===== config.mk =====
export PLATFORM = sky130hd
export DESIGN_NAME = cpuControl
export DESIGN_NICKNAME = d
export VERILOG_FILES = /design/src/source/controlPkg.sv /design/src/source/cpuControl.sv /design/src/source/datapathDecoder.sv /design/src/source/flagRegister.sv /design/src/source/interruptController.sv /design/src/source/memoryBusDecoder.sv /design/src/source/sequencer.sv
export SDC_FILE = /design/constraint.sdc
export NUM_CORES = 1
export LEC_CHECK = 0
export ABC_AREA = 0
export BUFFER_PORTS_ARGS = -buffer_cell sky130_fd_sc_hd__buf_2
export CAP_MARGIN = 20
export CELL_PAD_IN_SITES_DETAIL_PLACEMENT = 1
export CELL_PAD_IN_SITES_GLOBAL_PLACEMENT = 2
export CORE_MARGIN = 3
export CORE_UTILIZATION = 28
export CTS_CLUSTER_DIAMETER = 150
export DETAILED_ROUTE_END_ITERATION = 8
export GPL_TIMING_DRIVEN = 0
export MAX_ROUTING_LAYER = met4
export PLACE_DENSITY = 0.77
export SLEW_MARGIN = 5
export SYNTH_ARGS = -nofsm -noshare
export SYNTH_HDL_FRONTEND = slang
export SYNTH_SLANG_ARGS = --single-unit

===== constraint.sdc =====
create_clock -name Clock -period 2 [get_ports Clock]
set_input_delay 0.3 -clock Clock [delete_from_list [all_inputs] [get_ports Clock]]
set_output_delay 0.3 -clock Clock [all_outputs]
set_load 0.005 [all_outputs]

===== src/source/controlPkg.sv =====
// CPU control definitions
`default_nettype none

package controlPkg;

	localparam int flagWidth = 4;
	localparam int opcodeWidth = 5;
	localparam int branchWidth = 3;

	// Status register bit positions
	localparam int flagZ = 0;
	localparam int flagC = 1;
	localparam int flagV = 2;
	localparam int flagN = 3;

	typedef enum logic [opcodeWidth-1:0] {
		ADD, ADDI, ADDIB, ADC, ADCI, SUB, SUBI, SUBIB, SUC, SUCI,
		LUI, LLI, CMP, CMPI, AND, OR, XOR, NOT, NAND, NOR,
		LSL, LSR, ASR, NEG, BRANCH, INTERRUPT, LDW, STW, PUSH, POP
	} opcode_t;

	typedef enum logic [branchWidth-1:0] {
		BR, BNE, BE, BLT, BGE, BWL, RET, JMP
	} branch_t;

	// INTERRUPT sub-codes share the branch field
	localparam logic [branchWidth-1:0] intEnableCode = 3'd1;
	localparam logic [branchWidth-1:0] intDisableCode = 3'd2;

	typedef enum logic [1:0] {fetch, execute, interrupt} state_t;
	typedef enum logic [2:0] {cycle0, cycle1, cycle2, cycle3, cycle4} stateSub_t;

	typedef struct packed {
		state_t state;
		stateSub_t stateSub;
	} phase_t;

	// Opcode in bits 7:3, branch code in 2:0
	typedef struct packed {
		opcode_t opcode;
		branch_t branch;
	} instr_t;

	// First member of each select is the idle choice
	typedef enum logic {Op1Rd1, Op1Pc} op1Sel_t;
	typedef enum logic [1:0] {Op2Imm, Op2Rd2, Op2Zero} op2Sel_t;
	typedef enum logic {ImmLong, ImmShort} immSel_t;
	typedef enum logic [1:0] {Rs1Ra, Rs1Rd, Rs1Seven} rs1Sel_t;
	typedef enum logic [1:0] {RwRd, RwRa, RwSeven} rwSel_t;
	typedef enum logic {WdAlu, WdSys} wdSel_t;
	typedef enum logic [1:0] {Pc1, PcAluOut, PcSysbus, PcInt} pcSel_t;
	typedef enum logic {LrSys, LrPc} lrSel_t;
	typedef enum logic [1:0] {NoOr, AddOr, SubOr} aluOr_t;

	typedef struct packed {
		logic AluEn;
		logic AluWe;
		logic LrEn;
		logic LrWe;
		logic PcEn;
		logic PcWe;
		logic IrWe;
		logic RegWe;
		op1Sel_t Op1Sel;
		op2Sel_t Op2Sel;
		immSel_t ImmSel;
		rs1Sel_t Rs1Sel;
		rwSel_t RwSel;
		wdSel_t WdSel;
		pcSel_t PcSel;
		lrSel_t LrSel;
		aluOr_t AluOr;
	} datapathCtrl_t;

	typedef struct packed {
		logic ALE;
		logic nME;
		logic nOE;
		logic nWE;
		logic MemEn;
		logic ENB;
	} busCtrl_t;

endpackage

`default_nettype wire


===== src/source/cpuControl.sv =====
// CPU control unit top level
`timescale 1ns/1ps
`default_nettype none

module cpuControl (
	input wire Clock,
	input wire nReset,
	input wire controlPkg::instr_t Instr,
	input wire [controlPkg::flagWidth-1:0] Flags,
	input wire nIRQ,
	input wire nWait,
	output controlPkg::datapathCtrl_t Datapath,
	output controlPkg::busCtrl_t Bus,
	output logic [controlPkg::flagWidth-1:0] StatusReg,
	output logic CFlag
);
	import controlPkg::*;

	phase_t phase;
	logic intReq;
	logic intEnable;
	logic intDisable;
	logic statusWe;
	logic branchTaken;

	interruptController i_interruptController (
		.Clock(Clock), .nReset(nReset),
		.nIRQ(nIRQ),
		.IntEnable(intEnable), .IntDisable(intDisable),
		.IntReq(intReq)
	);

	flagRegister i_flagRegister (
		.Clock(Clock), .nReset(nReset),
		.Flags(Flags), .StatusWe(statusWe), .Instr(Instr),
		.StatusReg(StatusReg), .CFlag(CFlag), .BranchTaken(branchTaken)
	);

	sequencer i_sequencer (
		.Clock(Clock), .nReset(nReset),
		.Instr(Instr), .nWait(nWait), .IntReq(intReq),
		.Phase(phase)
	);

	datapathDecoder i_datapathDecoder (
		.Phase(phase), .Instr(Instr), .BranchTaken(branchTaken), .nWait(nWait),
		.Datapath(Datapath), .StatusWe(statusWe),
		.IntEnable(intEnable), .IntDisable(intDisable)
	);

	memoryBusDecoder i_memoryBusDecoder (
		.Phase(phase), .Instr(Instr),
		.Bus(Bus)
	);

endmodule

`default_nettype wire


===== src/source/datapathDecoder.sv =====
// Datapath select and enable decode
`timescale 1ns/1ps
`default_nettype none

module datapathDecoder (
	input wire controlPkg::phase_t Phase,
	input wire controlPkg::instr_t Instr,
	input wire BranchTaken,
	input wire nWait,
	output controlPkg::datapathCtrl_t Datapath,
	output logic StatusWe,
	output logic IntEnable,
	output logic IntDisable
);
	import controlPkg::*;

	always_comb begin
		Datapath = '0; // All enables low, every select on its idle choice
		StatusWe = 1'b0;
		IntEnable = 1'b0;
		IntDisable = 1'b0;
		case (Phase.state)
			fetch: begin
				Datapath.PcEn = Phase.stateSub != cycle2;
				Datapath.IrWe = Phase.stateSub == cycle2; // Instruction byte valid
			end
			execute: begin
				case (Phase.stateSub)
					cycle4: begin
						case (Instr.opcode)
							ADD, ADDI, ADDIB, ADC, ADCI, SUB, SUBI, SUBIB, SUC, SUCI, CMP, CMPI,
							AND, OR, XOR, NOT, NAND, NOR, LSL, LSR, ASR, NEG: begin
								Datapath.PcEn = 1'b1;
								Datapath.PcWe = 1'b1;
								Datapath.RegWe = !(Instr.opcode inside {CMP, CMPI}); // Flags only
								StatusWe = 1'b1;
								if (Instr.opcode inside {ADD, SUB, AND, OR, XOR, NAND, NOR, CMP})
									Datapath.Op2Sel = Op2Rd2;
								if (Instr.opcode inside {ADDI, SUBI, LSL, LSR, ASR, CMPI})
									Datapath.ImmSel = ImmShort;
								if (Instr.opcode inside {ADDIB, SUBIB})
									Datapath.Rs1Sel = Rs1Rd;
							end
							LUI, LLI: begin
								Datapath.AluEn = 1'b1;
								Datapath.RegWe = 1'b1;
								Datapath.PcWe = 1'b1;
								Datapath.Rs1Sel = Rs1Rd;
							end
							LDW, STW: begin
								// Effective address computed ahead of the bus cycle
								Datapath.AluEn = 1'b1;
								Datapath.AluWe = 1'b1;
								Datapath.ImmSel = ImmShort;
							end
							PUSH: begin
								Datapath.AluEn = 1'b1;
								Datapath.AluWe = 1'b1;
								Datapath.RegWe = 1'b1; // New stack pointer
								Datapath.ImmSel = ImmShort;
								Datapath.Rs1Sel = Rs1Seven;
								Datapath.RwSel = RwSeven;
							end
							POP: begin
								Datapath.AluEn = 1'b1;
								Datapath.AluWe = 1'b1;
								Datapath.ImmSel = ImmShort;
								Datapath.Rs1Sel = Rs1Seven;
								Datapath.Op2Sel = Op2Zero;
							end
							BRANCH: begin
								Datapath.PcWe = 1'b1;
								case (Instr.branch)
									RET: begin
										Datapath.LrEn = 1'b1;
										Datapath.PcSel = PcSysbus;
									end
									JMP: begin
										Datapath.ImmSel = ImmShort;
										Datapath.PcSel = PcAluOut;
									end
									default: begin
										Datapath.AluEn = 1'b1;
										Datapath.Op1Sel = Op1Pc; // PC relative target
										if (BranchTaken) begin
											Datapath.PcSel = PcAluOut;
											Datapath.LrWe = Instr.branch == BWL;
											if (Instr.branch == BWL)
												Datapath.LrSel = LrPc;
										end
									end
								endcase
							end
							INTERRUPT: begin
								Datapath.PcEn = 1'b1;
								Datapath.PcWe = 1'b1;
								IntEnable = Instr.branch == intEnableCode;
								IntDisable = Instr.branch == intDisableCode;
							end
							default: ;
						endcase
					end
					cycle0: begin
						Datapath.AluEn = 1'b1;
						Datapath.ImmSel = ImmShort;
						if (Instr.opcode inside {PUSH, POP})
							Datapath.Rs1Sel = Rs1Seven;
					end
					cycle1: begin
						Datapath.AluEn = 1'b1;
						Datapath.Op2Sel = Op2Zero;
						Datapath.AluWe = Instr.opcode != POP; // Data passes through
						case (Instr.opcode)
							LDW, STW: Datapath.Rs1Sel = Rs1Rd;
							POP: Datapath.Rs1Sel = Rs1Seven;
							default: Datapath.Rs1Sel = Rs1Ra;
						endcase
					end
					cycle2: begin
						Datapath.PcWe = 1'b1;
						case (Instr.opcode)
							LDW: begin
								Datapath.RegWe = 1'b1;
								Datapath.WdSel = WdSys;
							end
							STW: begin
								Datapath.AluEn = 1'b1; // Hold store data
								Datapath.Op2Sel = Op2Zero;
							end
							PUSH: begin
								Datapath.AluEn = 1'b1;
								Datapath.AluWe = 1'b1;
								Datapath.Op2Sel = Op2Zero;
							end
							POP: begin
								Datapath.RegWe = nWait; // Write only once data is valid
								Datapath.Rs1Sel = Rs1Rd;
								Datapath.RwSel = RwRa;
								Datapath.WdSel = WdSys;
							end
							default: ;
						endcase
					end
					cycle3: begin
						case (Instr.opcode)
							LDW: Datapath.PcEn = 1'b1;
							STW, PUSH: begin
								Datapath.AluEn = 1'b1;
								Datapath.Op2Sel = Op2Zero;
							end
							POP: begin
								// Stack pointer write-back
								Datapath.RegWe = 1'b1;
								Datapath.ImmSel = ImmShort;
								Datapath.Rs1Sel = Rs1Seven;
								Datapath.RwSel = RwSeven;
							end
							default: ;
						endcase
					end
					default: ;
				endcase
			end
			interrupt: begin
				case (Phase.stateSub)
					cycle4: begin
						IntDisable = 1'b1; // No nesting
						Datapath.AluEn = 1'b1;
						Datapath.AluWe = 1'b1;
						Datapath.RegWe = 1'b1;
						Datapath.AluOr = SubOr;
						Datapath.Op2Sel = Op2Zero;
						Datapath.Rs1Sel = Rs1Seven;
						Datapath.RwSel = RwSeven;
					end
					cycle0: begin
						Datapath.AluEn = 1'b1;
						Datapath.AluOr = SubOr;
						Datapath.Op2Sel = Op2Zero;
						Datapath.Rs1Sel = Rs1Seven;
					end
					cycle1: begin
						Datapath.AluEn = 1'b1;
						Datapath.Op2Sel = Op2Zero;
					end
					cycle2: Datapath.PcEn = 1'b1; // Return address onto the bus
					cycle3: begin
						Datapath.PcEn = 1'b1;
						Datapath.PcWe = 1'b1;
						Datapath.PcSel = PcInt;
					end
					default: ;
				endcase
			end
			default: ;
		endcase
	end

endmodule

`default_nettype wire


===== src/source/flagRegister.sv =====
// Status register and branch condition
`timescale 1ns/1ps
`default_nettype none

module flagRegister (
	input wire Clock,
	input wire nReset,
	input wire [controlPkg::flagWidth-1:0] Flags,
	input wire StatusWe,
	input wire controlPkg::instr_t Instr,
	output logic [controlPkg::flagWidth-1:0] StatusReg,
	output logic CFlag,
	output logic BranchTaken
);
	import controlPkg::*;

	logic lessThan;

	always_ff @(posedge Clock or negedge nReset) begin
		if (!nReset)
			StatusReg <= '0;
		else if (StatusWe)
			StatusReg <= Flags; // ALU flags of the executing op
	end

	assign CFlag = StatusReg[flagC];

	// Signed less-than after a compare
	assign lessThan = StatusReg[flagN] ^ StatusReg[flagV];

	always_comb begin
		case (Instr.branch)
			BR, BWL: BranchTaken = 1'b1;
			BNE: BranchTaken = !StatusReg[flagZ];
			BE: BranchTaken = StatusReg[flagZ];
			BLT: BranchTaken = lessThan;
			BGE: BranchTaken = !lessThan;
			default: BranchTaken = 1'b0; // RET and JMP are not conditional
		endcase
	end

endmodule

`default_nettype wire


===== src/source/interruptController.sv =====
// Interrupt request synchronizer and mask
`timescale 1ns/1ps
`default_nettype none

module interruptController (
	input wire Clock,
	input wire nReset,
	input wire nIRQ,
	input wire IntEnable,
	input wire IntDisable,
	output logic IntReq
);
	import controlPkg::*;

	logic irqSync1;
	logic irqSync2;
	logic intStatus; // Interrupts allowed

	always_ff @(posedge Clock or negedge nReset) begin
		if (!nReset) begin
			irqSync1 <= 1'b0;
			irqSync2 <= 1'b0;
			intStatus <= 1'b0;
		end else begin
			irqSync1 <= ~nIRQ; // Request is active low at the pin
			irqSync2 <= irqSync1;
			if (IntEnable)
				intStatus <= 1'b1;
			else if (IntDisable)
				intStatus <= 1'b0;
		end
	end

	assign IntReq = irqSync2 & intStatus;

	// EI and the interrupt entry come from different decoder states
	assert property (@(posedge Clock) disable iff (!nReset)
		!(IntEnable && IntDisable))
		else $error("Interrupt enable and disable pulsed together");

endmodule

`default_nettype wire


===== src/source/memoryBusDecoder.sv =====
// Memory bus strobe decode
`timescale 1ns/1ps
`default_nettype none

module memoryBusDecoder (
	input wire controlPkg::phase_t Phase,
	input wire controlPkg::instr_t Instr,
	output controlPkg::busCtrl_t Bus
);
	import controlPkg::*;

	logic busCycle;
	logic isRead;
	logic isWrite;

	// Fetch, memory instructions and the interrupt entry use the bus
	assign busCycle = Phase.state == fetch || Phase.state == interrupt ||
		(Phase.state == execute && Instr.opcode inside {LDW, STW, PUSH, POP});
	assign isRead = Phase.state == fetch ||
		(Phase.state == execute && Instr.opcode inside {LDW, POP});
	assign isWrite = Phase.state == interrupt ||
		(Phase.state == execute && Instr.opcode inside {STW, PUSH});

	always_comb begin
		// Strobes idle inactive
		Bus = '{ALE: 1'b0, nME: 1'b1, nOE: 1'b1, nWE: 1'b1, MemEn: 1'b0, ENB: 1'b0};
		if (busCycle) begin
			case (Phase.stateSub)
				cycle0: Bus.ALE = 1'b1; // Address latch
				cycle1: Bus.nME = 1'b0;
				cycle2: begin
					Bus.nME = 1'b0;
					if (isRead) begin
						Bus.nOE = 1'b0;
						Bus.MemEn = 1'b1;
						Bus.ENB = 1'b1;
					end
				end
				cycle3: Bus.nWE = !isWrite; // Write after the select is released
				default: ;
			endcase
		end
	end

	// Checked on the settled strobes as each phase ends
	assert property (@(Phase) !(!Bus.nWE && !Bus.nOE))
		else $error("Read and write strobes overlap");

	assert property (@(Phase) !(Bus.ALE && !Bus.nME))
		else $error("Address latch during memory select");

endmodule

`default_nettype wire


===== src/source/sequencer.sv =====
// Major state and sub-cycle sequencer
`timescale 1ns/1ps
`default_nettype none

module sequencer (
	input wire Clock,
	input wire nReset,
	input wire controlPkg::instr_t Instr,
	input wire nWait,
	input wire IntReq,
	output controlPkg::phase_t Phase
);
	import controlPkg::*;

	phase_t phaseNext;
	logic isMemory;
	logic endOfInstr;

	assign isMemory = Instr.opcode inside {LDW, STW, PUSH, POP};

	always_comb begin
		phaseNext = Phase;
		endOfInstr = 1'b0;
		case (Phase.stateSub)
			cycle0: phaseNext.stateSub = cycle1;
			cycle1: phaseNext.stateSub = cycle2;
			cycle2: begin
				// Memory stalls hold cycle2, the interrupt entry never waits
				if (nWait || Phase.state == interrupt)
					phaseNext.stateSub = cycle3;
			end
			cycle3: begin
				case (Phase.state)
					fetch: phaseNext = '{state: execute, stateSub: cycle4};
					execute: endOfInstr = 1'b1;
					default: phaseNext = '{state: fetch, stateSub: cycle0};
				endcase
			end
			cycle4: begin
				if (Phase.state == execute && !isMemory)
					endOfInstr = 1'b1; // Single-cycle op done
				else
					phaseNext.stateSub = cycle0;
			end
			default: phaseNext = '{state: fetch, stateSub: cycle0};
		endcase

		// EI, DI and the other INTERRUPT codes never take the request themselves
		if (endOfInstr) begin
			if (IntReq && Instr.opcode != INTERRUPT)
				phaseNext = '{state: interrupt, stateSub: cycle4};
			else
				phaseNext = '{state: fetch, stateSub: cycle0};
		end
	end

	always_ff @(posedge Clock or negedge nReset) begin
		if (!nReset)
			Phase <= '{state: fetch, stateSub: cycle0};
		else
			Phase <= phaseNext;
	end

	assert property (@(posedge Clock) disable iff (!nReset)
		Phase.state == fetch |-> Phase.stateSub != cycle4)
		else $error("Fetch reached cycle4");

endmodule

`default_nettype wire


==> flow_metrics.env, run 1 <==
export IMPL_run_status="complete, but fails checks"
export IMPL_violations="setup timing"
export IMPL_wl_per_cell_um=18.5
export IMPL_die_y_um=80.5
export IMPL_final_max_slew_violation_count=0
export IMPL_drc_errors=0
export IMPL_synth_mux_area_fraction_pct=5.64
export IMPL_die_width_um=80.5
export IMPL_rows=26
export IMPL_clk_pin_slew_worst_paths_ns=0.05
export IMPL_final_nets=291
export IMPL_postSynth_asyncResetShare_pct=100
export IMPL_grt_max_degree=13
export IMPL_syn_inst=204
export IMPL_gpl_final_weighted_congestion=0.834
export IMPL_power_density_nw_per_um2=1200
export IMPL_final_antenna_net_count=0
export IMPL_power_ir_vdd_worst_mv=0.533
export IMPL_starting_density_pct=29.6
export IMPL_grt_first_pass_wirelength_mm=9.19
export IMPL_dp_final_hpwl_mm=4.25
export IMPL_ys_ff_latch=12
export IMPL_clock_sinks=12
export IMPL_dpl_cell_area_um2=1860
export IMPL_synth_adder_area_share_pct=3.87
export IMPL_fmax_mhz=476
export IMPL_power_leakage_nw=0.998
export IMPL_area_growth_pct=47.4
export IMPL_clock_skew_ns=0.00181
export IMPL_clock_buffer_count_from_cts=3
export IMPL_grt_total_usage_pct=18.9
export IMPL_complex_gate_fraction_of_the_synthesized_area_pct=27.8
export IMPL_drt_first_pass_iters=4
export IMPL_syn_nets=224
export IMPL_min_path_type="input port to flip-flop"
export IMPL_drive_gt1_share_pct=46.7
export IMPL_finalHoldViolations=0
export IMPL_finalCritPeriodShare_pct=105
export IMPL_placeableCoreArea_um2=5240
export IMPL_setup_viol=9
export IMPL_worst_endpoint_arrival_ns=1.80
export IMPL_setup_tns_final_ns=-0.389
export IMPL_critical_path_max_stage_delay_ns=0.41
export IMPL_cp_launch_type="flip-flop"
export IMPL_fin_ws_ns=-0.102
export IMPL_dominant_combinational_cell_family_by_area_after_synthesis="simple AND/OR/NAND/NOR gates"
export IMPL_design_die_area_um2=6480
export IMPL_cts_path_max_buffers=2
export IMPL_number_of_flops_mapped_to_enable_cells_by_yosys=0
export IMPL_synth_seq_area_share_pct=19.3
export IMPL_timing_critical_path_required_ns=1.70
export IMPL_worst_setup_path_end_kind="output pin"
export IMPL_floorplan_io_pins=49
export IMPL_h_tree_levels=1
export IMPL_yosysWarningCount=0
export IMPL_insertion_delay_ns=0.24
export IMPL_syn_area_um2=1550
export IMPL_stdcell_area_um2=2290
export IMPL_period_minus_slack_ns=2.10
export IMPL_routed_via_count=1862
export IMPL_fin_hold_ws_ns=0.190
export IMPL_unrepaired_setup_endpoints_after_global_routing="true"
export IMPL_critical_path_cell_chain="buf_4, ha_4, clkbuf_8, a31oi_1, o21ai_0, a22o_1, buf_2"
export IMPL_grt_overflow_total=0
export IMPL_synthSimpleGateAreaFrac_pct=32.2
export IMPL_grt_pass1_vias=1776
export IMPL_cp_max_fo=10
export IMPL_clock_tree_root_cell="clkbuf_8"
export IMPL_cts_tree="done"
export IMPL_postSynthAreaPerCell_um2=7.61
export IMPL_antennaDiodeCount=0
export IMPL_port_buffer_count=43
export IMPL_max_cap_violations=0
export IMPL_viasPerCell=5.48
export IMPL_cp_slowest_cell="dfrtp_1"
export IMPL_synthFlopType="dfrtp_1"
export IMPL_dr_first_iter_drc_count=108
export IMPL_critical_path_class="flip-flop to output pin"
export IMPL_antenna_found_initial=0
export IMPL_design_power_total_mw=2.75
export IMPL_synth_xor_xnor_area_share_pct=1.13
export IMPL_wirelength_mm=6.28
export IMPL_unique_cell_type_count_in_the_yosys_netlist=59
export IMPL_finish_utilization_pct=43.7
per-stage QoR:
| step | setup slack [ns] | cells |
|---|---|---|
| 2_1_floorplan | 0.290 | 204 |
| 3_3_place_gp | -0.185 | 317 |
| 3_5_place_dp | -0.180 | 317 |
| 4_1_cts | -0.0307 | 335 |
| 5_1_grt | -0.150 | 340 |
| 6_report | -0.102 | 340 |
area by class of cell:
cell class                      instances  area (um^2)
Fill cell                             648         2950
Multi-Input combinational cell        163         1240
Timing Repair Buffer                   63          400
Sequential cell                        12          304
Buffer                                 23          183
Tap cell                               70         87.6
Clock buffer                            4         55.1
Inverter                                5         18.8
layer usage:
metal | wire length [um] | track usage [%] | vias up
met3 | 431 | 3.81 | 14
met5 | 0 | - | -
li1 | - | - | 879
met1 | 2770 | 24.7 | 898
met2 | 2910 | 29.9 | 71
met4 | 172 | 4.73 | 0
state kept, by name (all words and copies together), names as in the netlist:
signal	cells
i_flagRegister.StatusReg	4
i_interruptController.intStatus	1
i_interruptController.irqSync1	1
i_interruptController.irqSync2	1
i_sequencer.Phase	5
worst max-delay path: cells and delay by family, from the launching register on:
kind	cells	cell delay, ns
flip-flops	1	0.41
buffers and inverters	3	0.46
adder cells (fa/ha/maj)	1	0.17
AO/OA/AOI/OAI	3	0.51
synth_stat cells, drive strengths merged (6+ instances only):
cell	instances	area, um^2
nand3	6	30.0
nand2b	7	43.8
and2	9	56.3
mux2	6	67.6
a21oi	12	60.1
o21ai	12	60.1
nor2	15	56.3
clkbuf	9	33.8
buf	15	98.8
nand2	13	48.8
dfrtp	12	300
nor2b	6	37.5
placed cells by master (no fill, tap or decap), types with 5 or more instances in the layout:
cell      count
buf_2        48
buf_4        22
o21ai_0      12
clkbuf_8      6
nor2b_1       5
o21a_1        5
nor2_1       13
and2_1        6
dfrtp_1       9
nand2b_1      7
a21oi_1       9
mux2_2        6
nand2_1      11
buf_6         6
nand3_1       6
where the power goes:
group / leakage (nW) / switching [mW] / internal (mW)
registers: 0.146 / 0.0916 / 0.319
clock network: 0.0288 / 0.0947 / 0.174
logic: 0.823 / 1.05 / 1.02
worst paths after layout:
| kind | slack, ns | to | from | cells past startpoint |
|---|---|---|---|---|
| min in group asynchronous | 0.46 | i_flagRegister.StatusReg[3] | nReset | 2 |
| hold / removal | 0.19 | i_interruptController.irqSync1 | nIRQ | 2 |
| max in group asynchronous | 1.31 | i_sequencer.Phase[3] | nReset | 2 |
| setup reg to reg | 0.18 | i_flagRegister.StatusReg[1] | i_sequencer.Phase[0] | 6 |
| hold reg to reg | 0.36 | i_interruptController.irqSync2 | i_interruptController.irqSync1 | 0 |
| setup / recovery | -0.10 | Datapath[21] | i_sequencer.Phase[4] | 7 |
logic make-up (layout without fill, tap and decap cells):
family / count (synthesis) / in the layout
flops: 12 / 12
buf+inv: 29 / 95
xor+xnor: 2 / 2
simple gates: 84 / 84
fa+ha+maj: 5 / 5
mux: 8 / 8
other cells: 1 / 1
compound gates: 63 / 63
what timing repair did:
| item | in CTS | in global routing |
|---|---|---|
| endpoints found under the hold margin | 12 | 0 |
| pin swaps | 7 | 10 |
| hold buffers | 1 | 0 |
| gates cloned | 0 | 1 |
| gates resized for setup | 38 | 26 |
| buffers inserted | 13 | 5 |
| setup endpoints to repair | 25 | 21 |
(Power assumes the default switching activity.)
==> run 2: changes to the inputs <==
--- a/config.mk
+++ b/config.mk
@@ -16,7 +16,7 @@
 export DETAILED_ROUTE_END_ITERATION = 8
 export GPL_TIMING_DRIVEN = 0
 export MAX_ROUTING_LAYER = met4
-export PLACE_DENSITY = 0.77
+export PLACE_DENSITY_LB_ADDON = 0.15
 export SLEW_MARGIN = 5
 export SYNTH_ARGS = -nofsm -noshare
 export SYNTH_HDL_FRONTEND = slang
==> run 2 against run 1 <==
Against the previous run:
- the flow still finishes with violations (setup timing)
- register-to-register slack better by 0.12 ns
- clock-buffer cell count unchanged
- combinational power decreased by 4%
- clock skew shrank 0.0014 ns
- worst setup slack improved by 0.10 ns
- via count is 5.2% lower
- flip-flop and latch count stayed put
- global-route usage shrank 0.61 points
- critical path depth unchanged
- clock power fell by 3%
- largest cell class unchanged
==> flow_metrics.env, run 2 (synthesis gave the netlist of run 1 again) <==
export IMPL_final_nets=287
export IMPL_mostFrequentLayoutCells="buf_2 (44), buf_4 (26), nor2_1 (13), nand2_1 (11), o21ai_0 (11)"
export IMPL_run_status="complete, but fails checks"
export IMPL_dr_first_iter_drc_count=76
export IMPL_wl_per_cell_um=17.1
export IMPL_cp_launch_type="flip-flop"
export IMPL_grt_overflow_total=0
export IMPL_clk_pin_slew_worst_paths_ns=0.05
export IMPL_clock_tree_root_cell="clkbuf_8"
export IMPL_finalHoldViolations=0
export IMPL_drt_first_pass_iters=4
export IMPL_rows=26
export IMPL_cts_tree="done"
export IMPL_insertion_delay_ns=0.24
export IMPL_finish_utilization_pct=42.4
export IMPL_final_fill_count=673
export IMPL_fmax_mhz=500
export IMPL_gpl_final_weighted_congestion=0.799
export IMPL_violations="setup timing"
export IMPL_min_path_type="input port to flip-flop"
export IMPL_floorplan_io_pins=49
export IMPL_clock_buffer_count_from_cts=3
export IMPL_multi_input_area_um2=1230
export IMPL_ff_latch_area_um2=303
export IMPL_drc_errors=0
export IMPL_unrepaired_setup_endpoints_after_global_routing="true"
export IMPL_period_minus_slack_ns=2.00
export IMPL_drive_gt1_share_pct=45.1
export IMPL_largest_register_ff_count=5
export IMPL_port_buffer_count=43
export IMPL_final_max_slew_violation_count=0
export IMPL_wirelength_mm=5.76
export IMPL_starting_density_pct=29.6
export IMPL_worst_setup_path_end_kind="output pin"
export IMPL_clock_sinks=12
export IMPL_setup_viol=1
export IMPL_die_width_um=80.5
export IMPL_routed_via_count=1765
export IMPL_fin_ws_ns=-0.000828
export IMPL_viasPerCell=5.25
export IMPL_design_die_area_um2=6480
export IMPL_critical_path_class="flip-flop to output pin"
export IMPL_worst_endpoint_arrival_ns=1.70
export IMPL_clock_skew_ns=0.000364
export IMPL_grt_max_degree=13
export IMPL_worst_slew_margin_rel_pct=65.4
export IMPL_die_y_um=80.5
export IMPL_power_density_nw_per_um2=1180
export IMPL_area_growth_pct=43.1
export IMPL_antenna_found_initial=0
export IMPL_h_tree_levels=1
export IMPL_finalCritPeriodShare_pct=100
export IMPL_grt_pass1_vias=1699
export IMPL_power_leakage_nw=0.955
export IMPL_max_cap_violations=0
export IMPL_design_power_total_mw=2.62
export IMPL_grt_first_pass_wirelength_mm=8.96
export IMPL_top_regs="i_sequencer.Phase x5, i_flagRegister.StatusReg x4"
export IMPL_power_ir_vdd_worst_mv=0.621
export IMPL_layout_cells_most_common="buf_2"
export IMPL_antennaDiodeCount=0
export IMPL_dp_final_hpwl_mm=4.25
export IMPL_reg2reg_setup_slack_ns=0.30
export IMPL_max_slew_worst_pin_slew_ns=0.518
export IMPL_placeableCoreArea_um2=5240
export IMPL_timing_critical_path_required_ns=1.70
export IMPL_grt_total_usage_pct=18.3
export IMPL_cts_path_max_buffers=2
export IMPL_regMostFlops="i_sequencer.Phase"
export IMPL_final_antenna_net_count=0
export IMPL_cp_max_fo=10
-- run 2: report_power, final --
part / leakage, nW / total (mW) / internal [mW] / switching [mW]
sequential: 0.148 / 0.383 / 0.317 / 0.0658
clock: 0.0288 / 0.261 / 0.174 / 0.0869
combinational: 0.779 / 1.98 / 0.953 / 1.03
total: 0.955 / 2.62 / 1.44 / 1.18
-- run 2: what timing repair did --
action | 4_1_cts | 5_1_grt
pin swaps | 5 | 6
setup endpoints to repair | 25 | 18
setup buffers | 9 | 6
endpoints found under the hold margin | 12 | 0
gates resized for setup | 27 | 40
hold buffers | 1 | 0
gates cloned | 0 | 0
-- run 2: path summary, 6_finish.rpt --
| path | from | endpoint | cells after the start |
|---|---|---|---|
| min reg2reg | i_interruptController.irqSync1 | i_interruptController.irqSync2 | 0 |
| max reg2reg | i_sequencer.Phase[0] | i_flagRegister.StatusReg[3] | 6 |
| min in group asynchronous | nReset | i_flagRegister.StatusReg[3] | 2 |
| min | nIRQ | i_interruptController.irqSync1 | 2 |
| max | i_sequencer.Phase[4] | Datapath[21] | 7 |
| max in group asynchronous | nReset | i_sequencer.Phase[1] | 2 |
-- run 2: per-stage QoR --
step	area (um^2)	TNS (ns)	hold slack [ns]	worst slack, ns	std cells
final	2220	-0.000828	0.196	-0.000828	336
after CTS	2070	-0.00481	0.188	-0.00481	330
after global placement	1860	-0.750	0.190	-0.143	317
after global routing	2220	-0.494	0.181	-0.129	336
after floorplan	1550	0	0.00441	0.290	204
after detailed placement	1860	-0.447	0.193	-0.115	317
-- run 2: per-layer routing --
metal	GRT usage (%)	up-vias	routed length, um
met5	-	-	0
met4	3.72	0	42
met3	1.91	4	227
met2	28.6	42	2690
met1	25.6	855	2800
li1	-	864	-
-- run 2: cell type report --
class | instances | area share [%]
sequential | 12 | 13.6
inverter | 5 | 0.845
tap | 70 | 3.94
multi-input combinational | 163 | 55.5
timing repair buffer | 59 | 15.5
buffer | 23 | 8.11
clock buffer | 4 | 2.48
-- run 2: worst max-delay path, cell delays in order, from the launching register on --
cell and delay, ns:
dfrtp_1 0.39, buf_4 0.15, ha_4 0.18, clkbuf_8 0.17
a31oi_1 0.17, o21ai_1 0.08, a22o_1 0.19, buf_2 0.13
==> run 3: changes to the inputs <==
--- a/config.mk
+++ b/config.mk
@@ -17,6 +17,7 @@
 export GPL_TIMING_DRIVEN = 0
 export MAX_ROUTING_LAYER = met4
 export PLACE_DENSITY_LB_ADDON = 0.15
+export RECOVER_POWER = 25
 export SLEW_MARGIN = 5
 export SYNTH_ARGS = -nofsm -noshare
 export SYNTH_HDL_FRONTEND = slang
==> run 3 against run 2 <==
Against the previous run:
- the flow still finishes with violations (setup timing)
- routed wire length about the same
- worst setup slack unchanged
- worst hold slack unchanged
- critical path type unchanged
- largest cell class unchanged
- highest routed layer unchanged
==> flow_metrics.env, run 3 (synthesis gave the netlist of run 1 again) <==
export IMPL_groute_layer_met2_usage_pct=28.6
export IMPL_unrepaired_setup_endpoints_after_global_routing="true"
export IMPL_top_regs="i_sequencer.Phase x5, i_flagRegister.StatusReg x4"
export IMPL_timing_critical_path_from="i_sequencer.Phase[4]"
export IMPL_clock_tree_root_cell="clkbuf_8"
export IMPL_worst_endpoint_arrival_ns=1.70
export IMPL_multi_input_area_um2=1230
export IMPL_final_max_slew_violation_count=0
export IMPL_design_power_total_mw=2.62
export IMPL_finalHoldViolations=0
export IMPL_final_fill_count=674
export IMPL_viasPerCell=5.25
export IMPL_reg2reg_setup_slack_ns=0.30
export IMPL_dr_first_iter_drc_count=76
export IMPL_run_status="complete, but fails checks"
export IMPL_clock_skew_ns=0.000364
export IMPL_power_sequential_fraction_pct=14.6
export IMPL_mostFrequentLayoutCells="buf_2 (43), buf_4 (26), nor2_1 (13), nand2_1 (11), o21ai_0 (11)"
export IMPL_fmax_mhz=500
export IMPL_ff_latch_area_um2=303
export IMPL_design_die_area_um2=6480
export IMPL_power_share_combinational_pct=75.5
export IMPL_port_buffer_count=43
export IMPL_critical_path_class="flip-flop to output pin"
export IMPL_violations="setup timing"
export IMPL_cts_tree="done"
export IMPL_fin_hold_ws_ns=0.196
export IMPL_power_net_switching_mw=1.18
export IMPL_fin_ws_ns=-0.000828
export IMPL_drt_first_pass_iters=4
export IMPL_global_route_peak_usage_layer="met2"
export IMPL_drc_errors=0
export IMPL_timing_critical_path_required_ns=1.70
export IMPL_power_ir_vdd_worst_mv=0.621
export IMPL_grt_pass1_vias=1699
export IMPL_rows=26
export IMPL_gpl_final_weighted_congestion=0.799
export IMPL_h_tree_levels=1
export IMPL_power_leakage_nw=0.952
export IMPL_place_detailed_instances=317
export IMPL_clock_sinks=12
export IMPL_clk_pin_slew_worst_paths_ns=0.05
export IMPL_placeableCoreArea_um2=5240
export IMPL_regMostFlops="i_sequencer.Phase"
export IMPL_antenna_found_initial=0
export IMPL_drive_gt1_share_pct=44.7
export IMPL_setup_tns_final_ns=-0.000828
export IMPL_finalCritPeriodShare_pct=100
export IMPL_period_minus_slack_ns=2.00
export IMPL_clock_buffer_count_from_cts=3
export IMPL_r2r_worst_path_cells=6
export IMPL_dp_final_hpwl_mm=4.25
export IMPL_power_internal_mw=1.44
export IMPL_final_cells=336
export IMPL_starting_density_pct=29.6
export IMPL_die_width_um=80.5
export IMPL_grt_max_degree=13
export IMPL_wirelength_mm=5.76
export IMPL_power_density_nw_per_um2=1180
export IMPL_gr_usage_met3_pct=1.91
export IMPL_grt_overflow_total=0
export IMPL_setup_viol=1
export IMPL_regToRegStartpoint="i_sequencer.Phase[0]"
export IMPL_cts_path_max_buffers=2
export IMPL_cp_launch_type="flip-flop"
export IMPL_max_slew_worst_pin_slew_ns=0.638
export IMPL_final_nets=287
export IMPL_die_y_um=80.5
export IMPL_placement_setup_worst_slack_ns=-0.115
export IMPL_routed_via_count=1765
export IMPL_stdcell_area_um2=2220
export IMPL_insertion_delay_ns=0.24
export IMPL_worst_slew_margin_rel_pct=57.5
export IMPL_largest_register_ff_count=5
export IMPL_grt_first_pass_wirelength_mm=8.96
export IMPL_floorplan_io_pins=49
export IMPL_grt_total_usage_pct=18.3
export IMPL_termination_of_the_worst_setup_path="Datapath[21]"
export IMPL_antennaDiodeCount=0
export IMPL_finish_utilization_pct=42.4
export IMPL_area_growth_pct=43.0
export IMPL_groute_layer_met1_usage_pct=25.6
export IMPL_final_antenna_net_count=0
export IMPL_clockPowerShare_pct=9.9
export IMPL_wl_per_cell_um=17.1
export IMPL_dpl_cell_area_um2=1860
export IMPL_layout_cells_most_common="buf_2"
export IMPL_max_cap_violations=0
export IMPL_r2r_end="i_flagRegister.StatusReg[3]"
export IMPL_worst_setup_path_end_kind="output pin"
export IMPL_min_path_type="input port to flip-flop"
export IMPL_power_switching_share_pct=45.0
export IMPL_cp_max_fo=10
-- run 3: cell types whose count changed in the layout (fill, tap and decap cells not counted) --
cell,previous run,this run
buf_2,44,43
clkbuf_1,2,3
-- run 3: power by group through the flow --
stage               clock (mW)  combinational (mW)  sequential [mW]
floorplan                    0               0.968            0.376
global placement             0                1.45            0.388
detailed placement           0                1.43            0.393
CTS                      0.273                1.73            0.381
global route             0.287                2.14            0.393
finish                   0.261                1.98            0.383
-- run 3: worst min-delay path by stage --
stage                      start                        endpoint  cells after the start
after global placement    nReset     i_flagRegister.StatusReg[2]                      1
after floorplan           nReset     i_flagRegister.StatusReg[0]                      0
after CTS                   nIRQ  i_interruptController.irqSync1                      2
after detailed placement  nReset     i_flagRegister.StatusReg[3]                      1
after global routing        nIRQ  i_interruptController.irqSync1                      2
final                       nIRQ  i_interruptController.irqSync1                      2
-- run 3: area by class of cell --
type	instances	share of cell area, %
Multi-Input combinational cell	163	55.5
Timing Repair Buffer	59	15.4
Sequential cell	12	13.6
Buffer	23	8.11
Tap cell	70	3.94
Clock buffer	4	2.48
Inverter	5	0.845
-- run 3: worst max-delay path: stages (launching register included) --
cell and delay (ns):
dfrtp_1 0.39, buf_4 0.15, ha_4 0.18, clkbuf_8 0.17
a31oi_1 0.17, o21ai_1 0.08, a22o_1 0.19, buf_2 0.13
-- run 3: what timing repair did --
item / 4_1_cts / 5_1_grt
endpoints found under the hold margin: 12 / 0
gates resized for setup: 27 / 40
endpoints found under the setup margin: 25 / 18
pin swaps: 5 / 6
hold buffers: 1 / 0
setup buffers: 9 / 6
-- run 3: layer usage --
metal | vias to the layer above | share of wire (%)
met5 | - | 0
met4 | 0 | 0.73
met3 | 4 | 3.9
met2 | 42 | 47
met1 | 855 | 49
li1 | 864 | -
